<file path="src/mem_cfg_pkg.sv">
// Data memory geometry
package mem_cfg_pkg;

  // width of one data word in bits
  localparam int unsigned DATA_WIDTH = 32;

  // one write enable per byte of the data word
  localparam int unsigned STRB_WIDTH = DATA_WIDTH / 8;

  // each cut is a 1024 by 32 macro with an 8 bit row and 2 bit column address
  localparam int unsigned CUT_WORDS      = 1024;
  localparam int unsigned ROW_WIDTH      = 8;
  localparam int unsigned COL_WIDTH      = 2;
  localparam int unsigned CUT_ADDR_WIDTH = ROW_WIDTH + COL_WIDTH;

  // five cuts need three select bits, so indices 5 to 7 name nothing
  localparam int unsigned N_CUTS        = 5;
  localparam int unsigned CUT_SEL_WIDTH = 3;

  // full word address seen on the request port
  localparam int unsigned ADDR_WIDTH = 13;

  typedef logic [DATA_WIDTH-1:0]     data_t;
  typedef logic [STRB_WIDTH-1:0]     strb_t;
  typedef logic [CUT_ADDR_WIDTH-1:0] cut_addr_t;
  typedef logic [CUT_SEL_WIDTH-1:0]  cut_sel_t;

  // the word address split the way the banks see it
  // the cut index sits on top, row and column form the address inside the cut
  typedef struct packed {
    cut_sel_t               cut;
    logic [ROW_WIDTH-1:0]   row;
    logic [COL_WIDTH-1:0]   col;
  } mem_addr_split_t;

  // one address word, read either as a flat index or as cut, row and column
  typedef union packed {
    logic [ADDR_WIDTH-1:0] flat;
    mem_addr_split_t       split;
  } mem_addr_u;

endpackage

</file>
<file path="src/mem_bus_pkg.sv">
// Memory port and cut command types
package mem_bus_pkg;

  // one access on the request port
  // req marks a valid cycle, we selects a write, be picks the written bytes
  typedef struct packed {
    logic                  req;
    logic                  we;
    mem_cfg_pkg::mem_addr_u addr;
    mem_cfg_pkg::data_t    wdata;
    mem_cfg_pkg::strb_t    be;
  } mem_req_t;

  // command broadcast to every cut
  // only the cut whose enable is raised acts on it
  typedef struct packed {
    logic                  we;
    mem_cfg_pkg::cut_addr_t addr;
    mem_cfg_pkg::data_t    wdata;
    mem_cfg_pkg::strb_t    be;
  } cut_cmd_t;

endpackage

</file>
<file path="src/tcdm_ctrl.sv">
// Banked memory control
`timescale 1ns/10ps

module tcdm_ctrl (
  input  logic                                            clk_i,
  input  logic                                            rst_ni,
  input  mem_bus_pkg::mem_req_t                           req_i,
  input  mem_cfg_pkg::data_t [mem_cfg_pkg::N_CUTS-1:0]    cut_rdata_i,
  output mem_bus_pkg::cut_cmd_t                           cmd_o,
  output logic [mem_cfg_pkg::N_CUTS-1:0]                  cut_en_o,
  output mem_cfg_pkg::data_t                              rdata_o,
  output logic                                            rvalid_o,
  output logic                                            err_o
);

  mem_cfg_pkg::cut_sel_t req_cut;
  logic                  in_range;
  logic                  rd_req;

  // registered read state used one cycle after the request
  mem_cfg_pkg::cut_sel_t rd_sel_q;
  logic                  rd_zero_q;
  logic                  rvalid_q;
  logic                  err_q;

  assign req_cut  = req_i.addr.split.cut;
  assign in_range = req_cut < mem_cfg_pkg::cut_sel_t'(mem_cfg_pkg::N_CUTS);
  assign rd_req   = req_i.req & ~req_i.we;

  // the cut command is the same for all banks
  // row and column together address a word inside the cut
  always_comb begin
    cmd_o.we    = req_i.we;
    cmd_o.addr  = {req_i.addr.split.row, req_i.addr.split.col};
    cmd_o.wdata = req_i.wdata;
    cmd_o.be    = req_i.be;
  end

  // raise the one enable whose index matches the cut field
  // an index past the last cut leaves every bank idle, so nothing is written
  always_comb begin
    cut_en_o = '0;
    for (int i = 0; i < mem_cfg_pkg::N_CUTS; i++) begin
      if (req_i.req && in_range && (req_cut == mem_cfg_pkg::cut_sel_t'(i))) begin
        cut_en_o[i] = 1'b1;
      end
    end
  end

  // remember which cut answers the read and whether the answer is zero
  // the selection is only updated by reads, so rdata_o holds between them
  always_ff @(posedge clk_i or negedge rst_ni) begin
    if (!rst_ni) begin
      rd_sel_q  <= '0;
      rd_zero_q <= 1'b0;
    end else if (rd_req) begin
      if (in_range) begin
        rd_sel_q  <= req_cut;
        rd_zero_q <= 1'b0;
      end else begin
        // keep the old select, the zero flag masks it anyway
        rd_zero_q <= 1'b1;
      end
    end
  end

  // response strobes are single cycle pulses
  always_ff @(posedge clk_i or negedge rst_ni) begin
    if (!rst_ni) begin
      rvalid_q <= 1'b0;
      err_q    <= 1'b0;
    end else begin
      rvalid_q <= rd_req;
      err_q    <= req_i.req & ~in_range;
    end
  end

  // the cut output registers were loaded on the same edge as rd_sel_q
  assign rdata_o  = rd_zero_q ? '0 : cut_rdata_i[rd_sel_q];
  assign rvalid_o = rvalid_q;
  assign err_o    = err_q;

endmodule

</file>
<file path="config.mk">
export PLATFORM = sky130hd
export DESIGN_NAME = tcdm_ctrl
export DESIGN_NICKNAME = d
export VERILOG_FILES = /design/src/mem_cfg_pkg.sv /design/src/mem_bus_pkg.sv /design/src/tcdm_ctrl.sv
export SDC_FILE = /design/constraint.sdc
export NUM_CORES = 1
export LEC_CHECK = 0
export CAP_MARGIN = 15
export CORE_AREA = 4 4 113 115
export DETAILED_ROUTE_END_ITERATION = 10
export DIE_AREA = 0 0 117 119
export DONT_BUFFER_PORTS = 1
export PLACE_DENSITY = 0.4
export SYNTH_ARGS = -nofsm -noshare
export SYNTH_HDL_FRONTEND = slang
export SYNTH_SLANG_ARGS = --single-unit
</file>
<file path="constraint.sdc">
create_clock -name clk_i -period 1.72 [get_ports clk_i]
set_input_delay 0 -clock clk_i [delete_from_list [all_inputs] [get_ports clk_i]]
set_output_delay 0 -clock clk_i [all_outputs]
set_load 0.05 [all_outputs]
</file>
# Yosys cells after proc, flatten, opt, wreduce, memory -nomap -nowiden
# Index checks and enable logic that the tools add are counted.
[word_totals] reg_bits=6 in_bits=213 elab_cells=31
[op_classes] order_cmp=2 n_eq_ne=4 muxes=9 n_bitwise=4 reduce_logical=8
[ops] op="binary-select mux 32 bit (select 3 bit)" count=1
[ops] op="2-to-1 mux 32 bit" count=2
[ops] op="equality test 3 x 2 -> 1 bit (second input constant)" count=2
[ops] op="logical AND 1 bit" count=6
[ops] op="2-to-1 mux 1 bit" count=6
[ops] op="< comparator 3 x 4 -> 1 bit (second input constant)" count=1
[ops] op="equality test 3 x 1 -> 1 bit (second input constant)" count=1
[ops] op="equality test 3 bit (second input constant)" count=1
[ops] op="zero test 3 bit" count=1
[ops] op="< comparator 3 bit (second input constant)" count=1
[ops] op="AND 1 bit" count=2
[ops] op="inverter 1 bit" count=2
[ops] op="AND reduction 2 bit" count=1

# Depth between registers and ports, before layout
# Gate-level depths: netlist (run 1).
[depth] ltp_word=4 ltp_mapped=5 ltp_nobuf=4

# Least setup slack after synthesis (run 1)
# Ideal clock, no wire load.
[synth_timing] kind="register -> output" from="register rd_sel_q[1]" to="output port rdata_o[31]" t_arrival_ps=1958 required_ps=1720 slack_ps=-238 stages_incl_launch_ff=3 path_buffers=0 cell_sequence="dfrtp_1 > or3_1 > o21ai_0"
[synth_via] elab_chain_cells=3
[synth_rtl] element="from (decl)" line="tcdm_ctrl.sv:21" rtl="mem_cfg_pkg::cut_sel_t rd_sel_q;"
[synth_rtl] element="from (signal assigned)" line="tcdm_ctrl.sv:58" rtl="rd_sel_q <= req_cut;"
[synth_rtl] element="binary-select mux 32 bit (select 3 bit)" line="tcdm_ctrl.sv:79" rtl="assign rdata_o = rd_zero_q ? '0 : cut_rdata_i[rd_sel_q];"
[synth_rtl] element="2-to-1 mux 32 bit (not written as such)" line="tcdm_ctrl.sv:79"
[synth_rtl] element="2-to-1 mux 32 bit" line="tcdm_ctrl.sv:79"
[synth_rtl] element="to (decl)" line="tcdm_ctrl.sv:11" rtl="output mem_cfg_pkg::data_t rdata_o,"
# Every way passes these cells. The select of a mux whose other input is x is not followed.

# Worst setup path after layout (run 1)
[layout_timing] from="register rd_sel_q[0]" to="output port rdata_o[30]"
# The elaborated chain is that of the path after synthesis.

==> qor.yml, run 1 <==
r2r_cells: 3
fin_hold_ws_ns: -0.00109
startpoint_type: "flip-flop"
critPathMaxFanout: 11
min_to: "rd_sel_q[1]"
fin_skew_ns: 0
synth_nets: 436
htreeDepth: 1
netlist_area_um2: 1920
root_buffer: "clkbuf_16"
drv_slew: 0
regArea_um2: 156
critPathArrivalTime_ns: 1.75
route.detailed.drc: 0
nFillCells: 1250
drtAntennaViolNets: 0
outcome: "finished, violations left"
power_switching_mw: 1.44
die_w_um: 117
multi_input_area_um2: 1520
leakage_nw: 1.14
fmax_mhz: 572
peakVddDrop_mv: 0.390
dieArea_um2: 13900
stdcell_area_um2: 2820
synth.avg_cell_area_um2: 8.59
synth_flop_cell: "dfrtp_1"
core_um2: 11800
maxSlewHeadroom_pct: 70.1
grt_pass1_vias: 1934
r2r-start: "rd_sel_q[2]"
cts_buffers: 3
clkSinkCount: 6
cp-end-kind: "primary output"
rsz0062_at_grt: "yes"
synth_top_cell_by_area: "buf_4"
synth-seq-cells: 6
hold_class: "in2reg"
synthTopCellsByArea: "buf_4, mux2i_1, a22oi_1, mux2_4, mux2_2"
hold_viol_final: 1
required_ns: 1.72
clock_power_share_pct: 12.8
dpl_cell_area_um2: 2270
fp.dieH_um: 119
reg2reg_to: "rd_sel_q[2]"
powerDensity_nw_per_um2: 1080
setup_viol_count_final: 4
routed_via_density: 4.76
clk_latency_ns: 0.23
combPwrFrac_pct: 80.3
gp_congestion: 0.672
yosysWarnings: 0
dpl.cell_count: 354
grt_usage_pct: 9.86
dp.final_hpwl_mm: 6.10
utilization_pct: 23.8
num_rows: 40
min_path_cells: 2
gr-total-overflow: 0
drive_gt1_share_pct: 64.6
synth.yosys.seq_area_share_pct: 7.84
cts_buffer_depth: 2
clk_pin_slew_ns: 0.04
yosysMostFrequentCell: "buf_4"
dr.pass1.iters: 3
antenna_cells: 0
nNetsFinal: 437
io_pins: 299
finalCritPeriodShare_pct: 102
power_frac_seq_pct: 6.9
grt_max_degree: 23
synth_cell_type_count: 25
finalCriticalPeriod_ns: 1.75
reg2reg_slack_ns: 0.42
setup_ws_ns: -0.0281
netlist_instances: 223
worst_pin_slew_ns: 0.449
io_buffers: 0
grt_pass1_wl_mm: 10.5
p_int_mw: 1.61
antenna_found_initial: 0
maxCapViolCount: 0
num_vias: 1762
p_sw_share_pct: 47.2
wl_per_cell_um: 21.0
wl_mm: 7.78
stdcell_count: 370
violations: "hold timing, setup timing"
cts_tree: "done"
path_class: "reg2out"
drt_iter0_drc: 31
hold_start: "req_i[48]"
synth-edff-count: 0
syn_to_final_growth_pct: 47.0
yosys-top-cells-count: "buf_4, mux2i_1, a22oi_1"
initial_core_util_pct: 16.2
synthArstFlopShare_pct: 100
synth_top_area_share_pct: 18.4
metrics by stage:
stage / setup TNS (ns) / hold WS, ns / setup slack (ns) / power, mW
final: -0.0383 / -0.00109 / -0.0281 / 3.05
after global routing: -0.842 / 0.0000851 / -0.0619 / 3.19
after CTS: -0.797 / 0.000341 / -0.0565 / 3.03
after detailed placement: 0 / -0.295 / 0.0678 / 2.34
after global placement: 0 / -0.295 / 0.105 / 2.32
after floorplan: -1.78 / -0.296 / -0.0665 / 1.88
power groups by stage:
stage | registers (mW) | logic, mW | clock network [mW]
3_3_place_gp | 0.205 | 2.12 | 0
6_report | 0.209 | 2.45 | 0.390
2_1_floorplan | 0.187 | 1.69 | 0
5_1_grt | 0.213 | 2.57 | 0.409
4_1_cts | 0.209 | 2.43 | 0.392
3_5_place_dp | 0.208 | 2.13 | 0
per-layer routing:
metal	vias up	global-route usage [%]	part of all wire, %
li1	789	-	-
met1	797	7.89	27
met2	162	21.4	59
met3	14	3.05	12
met4	0	2.51	1.5
met5	-	0	0
area by class of cell:
class,instances,area share (%)
multi-input cells,152,54.1
repair buffers,59,30.8
well taps,147,6.53
flip-flops and latches,6,5.56
clock buffers,4,2.80
inverters,2,0.267
worst max-delay path: stages, from the launching register on:
cell,delay [ns]
dfrtp_4,0.53
buf_12,0.18
mux2_4,0.29
a221o_1,0.36
buf_12,0.16
what timing repair did:
item                       CTS  global route
buffers inserted             4             0
gates resized for setup     56            20
hold buffers                 6             0
hold endpoints to repair    10             0
pin swaps                   16             8
cloned                       3             0
setup endpoints to repair   32            32
cell families (layout without fill, tap and decap cells):
family / after synthesis / in the layout / share of synthesized area (%)
multiplexers: 64 / 64 / 38.3
flip-flops: 6 / 6 / 7.84
AND/OR/NAND/NOR: 18 / 18 / 5.88
buffers and inverters: 65 / 65 / 25.0
AO/OA/AOI/OAI: 70 / 70 / 23.0
registers in the layout, summed over array words and instances (netlist names):
name,flops
err_o,1
rd_sel_q,3
rvalid_o,1
rd_zero_q,1
worst max path at each step:
| stage | startpoint | endpoint | cells past startpoint |
|---|---|---|---|
| finish | rd_sel_q[0] | rdata_o[30] | 4 |
| global route | rd_sel_q[0] | rdata_o[30] | 4 |
| CTS | rd_sel_q[0] | rdata_o[10] | 6 |
| detailed placement | rd_sel_q[0] | rdata_o[8] | 5 |
| global placement | rd_sel_q[0] | rdata_o[15] | 5 |
| floorplan | rd_sel_q[1] | rdata_o[10] | 3 |
cells in the final DEF (no fill, tap or decap), types with 7 or more instances in the layout:
cell and count:
o21ai_1 8, mux2_4 15, mux2i_1 32, buf_6 16, buf_12 22, o21ai_2 23, mux2_2 17, nor2_1 7
a22oi_2 26, buf_4 10
(Power assumes the default switching activity.)
==> run 2: changes to the inputs <==
--- a/config.mk
+++ b/config.mk
@@ -7,10 +7,12 @@
 export LEC_CHECK = 0
 export CAP_MARGIN = 15
 export CORE_AREA = 4 4 113 115
+export CTS_BUF_LIST = sky130_fd_sc_hd__clkbuf_16
 export DETAILED_ROUTE_END_ITERATION = 10
 export DIE_AREA = 0 0 117 119
 export DONT_BUFFER_PORTS = 1
 export PLACE_DENSITY = 0.4
+export SLEW_MARGIN = 5
 export SYNTH_ARGS = -nofsm -noshare
 export SYNTH_HDL_FRONTEND = slang
 export SYNTH_SLANG_ARGS = --single-unit
==> qor.yml, run 2 (same netlist as run 1, synthesis figures left out) <==
leakage_nw: 1.15  # was 1.14 nW
rsz0062_at_grt: "yes"  # unchanged
nFillCells: 1250  # unchanged
grt_max_degree: 23  # unchanged
wl_per_cell_um: 21.0  # about the same
die_w_um: 117  # unchanged
dp.final_hpwl_mm: 6.10  # unchanged
drive_gt1_share_pct: 64.6  # unchanged
dpl.cell_count: 354  # unchanged
r2r-start: "rd_sel_q[2]"  # unchanged
cts_tree: "done"  # unchanged
antenna_cells: 0  # unchanged
routed_via_density: 4.76  # unchanged
required_ns: 1.72  # about the same
path_common_cell: "buf_12"  # unchanged
path_class: "reg2out"  # unchanged
dieArea_um2: 13900  # unchanged
violations: "hold timing, setup timing"  # unchanged
fp.dieH_um: 119  # unchanged
grt_usage_pct: 9.86  # unchanged
fin_hold_ws_ns: -0.00125  # was -0.00109 ns
route.detailed.drc: 0  # unchanged
cp-end-kind: "primary output"  # unchanged
grt_pass1_wl_mm: 10.5  # unchanged
critPathArrivalTime_ns: 1.75  # about the same
finalCritPeriodShare_pct: 102  # about the same
largest_register_ff_count: 3  # unchanged
final_cell_mix: "mux2i_1, a22oi_2, o21ai_2"  # unchanged
peakVddDrop_mv: 0.390  # about the same
grt_pass1_vias: 1934  # unchanged
core_um2: 11800  # unchanged
cpMaxStageDelayCell: "dfrtp_4"  # unchanged
maxSlewHeadroom_pct: 70.1  # unchanged
cts_buffer_depth: 2  # unchanged
hold_viol_final: 1  # unchanged
outcome: "finished, violations left"  # unchanged
drv_slew: 0  # unchanged
clk_latency_ns: 0.23  # about the same
stdcell_count: 370  # unchanged
root_buffer: "clkbuf_16"  # unchanged
num_vias: 1762  # unchanged
wl_mm: 7.78  # about the same
max_stage_delay_ns: 0.53  # about the same
drt_iter0_drc: 31  # unchanged
fmax_mhz: 572  # about the same
hold_start: "req_i[48]"  # unchanged
gr-total-overflow: 0  # unchanged
setup_ws_ns: -0.0283  # was -0.0281 ns
maxCapViolCount: 0  # unchanged
fin_skew_ns: 0  # unchanged
hold_class: "in2reg"  # unchanged
cp-startpoint: "rd_sel_q[0]"  # unchanged
crit_chain: "buf_12 > mux2_4 > a221o_1 > buf_12"  # unchanged
drtAntennaViolNets: 0  # unchanged
gp_congestion: 0.672  # unchanged
critPathMaxFanout: 11  # unchanged
clkSinkCount: 6  # unchanged
setup_viol_count_final: 4  # unchanged
setup_tns_ns: -0.0390  # was -0.0383 ns
power.total_mw: 3.04  # was 3.05 mW
startpoint_type: "flip-flop"  # unchanged
io_pins: 299  # unchanged
antenna_found_initial: 0  # unchanged
dr.pass1.iters: 3  # unchanged
initial_core_util_pct: 16.2  # unchanged
syn_to_final_growth_pct: 47.0  # unchanged
io_buffers: 0  # unchanged
num_rows: 40  # unchanged
clk_pin_slew_ns: 0.04  # about the same
worst_pin_slew_ns: 0.449  # unchanged
largest-register: "rd_sel_q"  # unchanged
finalCriticalPeriod_ns: 1.75  # about the same
htreeDepth: 1  # unchanged
cts_buffers: 3  # unchanged
powerDensity_nw_per_um2: 1080  # about the same
final_common_cell: "mux2i_1"  # unchanged
nNetsFinal: 437  # unchanged
run 2: final timing paths:
path	end	slack (ns)	cells after the start
min in group asynchronous	rd_sel_q[0]	0.09	1
setup reg to reg	rd_sel_q[2]	0.42	3
setup / recovery	rdata_o[30]	-0.03	4
max in group asynchronous	rd_sel_q[0]	1.37	1
hold reg to reg	rd_zero_q	0.61	2
hold / removal	rd_sel_q[1]	-0.001	2
run 2: per-layer routing:
| metal | vias up | track usage, % | routed length, um |
|---|---|---|---|
| met3 | 14 | 3.05 | 952 |
| met5 | - | 0 | 0 |
| met2 | 162 | 21.4 | 4580 |
| met4 | 0 | 2.51 | 114 |
| met1 | 797 | 7.89 | 2130 |
| li1 | 789 | - | - |
run 2: stage by stage:
step                      utilization, %  setup WS (ns)  area (um2)
after global routing                23.8        -0.0623        2820
after global placement              19.2          0.105        2270
after detailed placement            19.2         0.0678        2270
final                               23.8        -0.0283        2820
after CTS                           23.1        -0.0567        2730
after floorplan                        -        -0.0665        1930
run 2: critical path, delay by kind of cell (launching register included):
family	cells	cell delay, ns
compound gates	1	0.36
flops	1	0.53
buf+inv	2	0.34
mux	1	0.29
run 2: layout make-up:
cell class,count,area [um2],area share (%)
well taps,147,184,6.53
inverters,2,7.51,0.267
multi-input cells,152,1520,54.1
clock inverters,1,3.75,0.133
repair buffers,59,866,30.8
flip-flops and latches,6,156,5.56
clock buffers,3,75.1,2.67
run 2: what timing repair did:
item / in CTS / in global routing
buffers inserted: 4 / 0
resized for setup: 56 / 20
gates cloned: 3 / 0
pin swaps: 16 / 8
setup endpoints to repair: 32 / 32
hold buffers: 6 / 0
endpoints found under the hold margin: 10 / 0
run 2: power by group:
part,switching [mW],internal [mW],total (mW)
sequential,0.0459,0.163,0.209
clock,0.0820,0.302,0.384
combinational,1.31,1.14,2.45
total,1.44,1.60,3.04
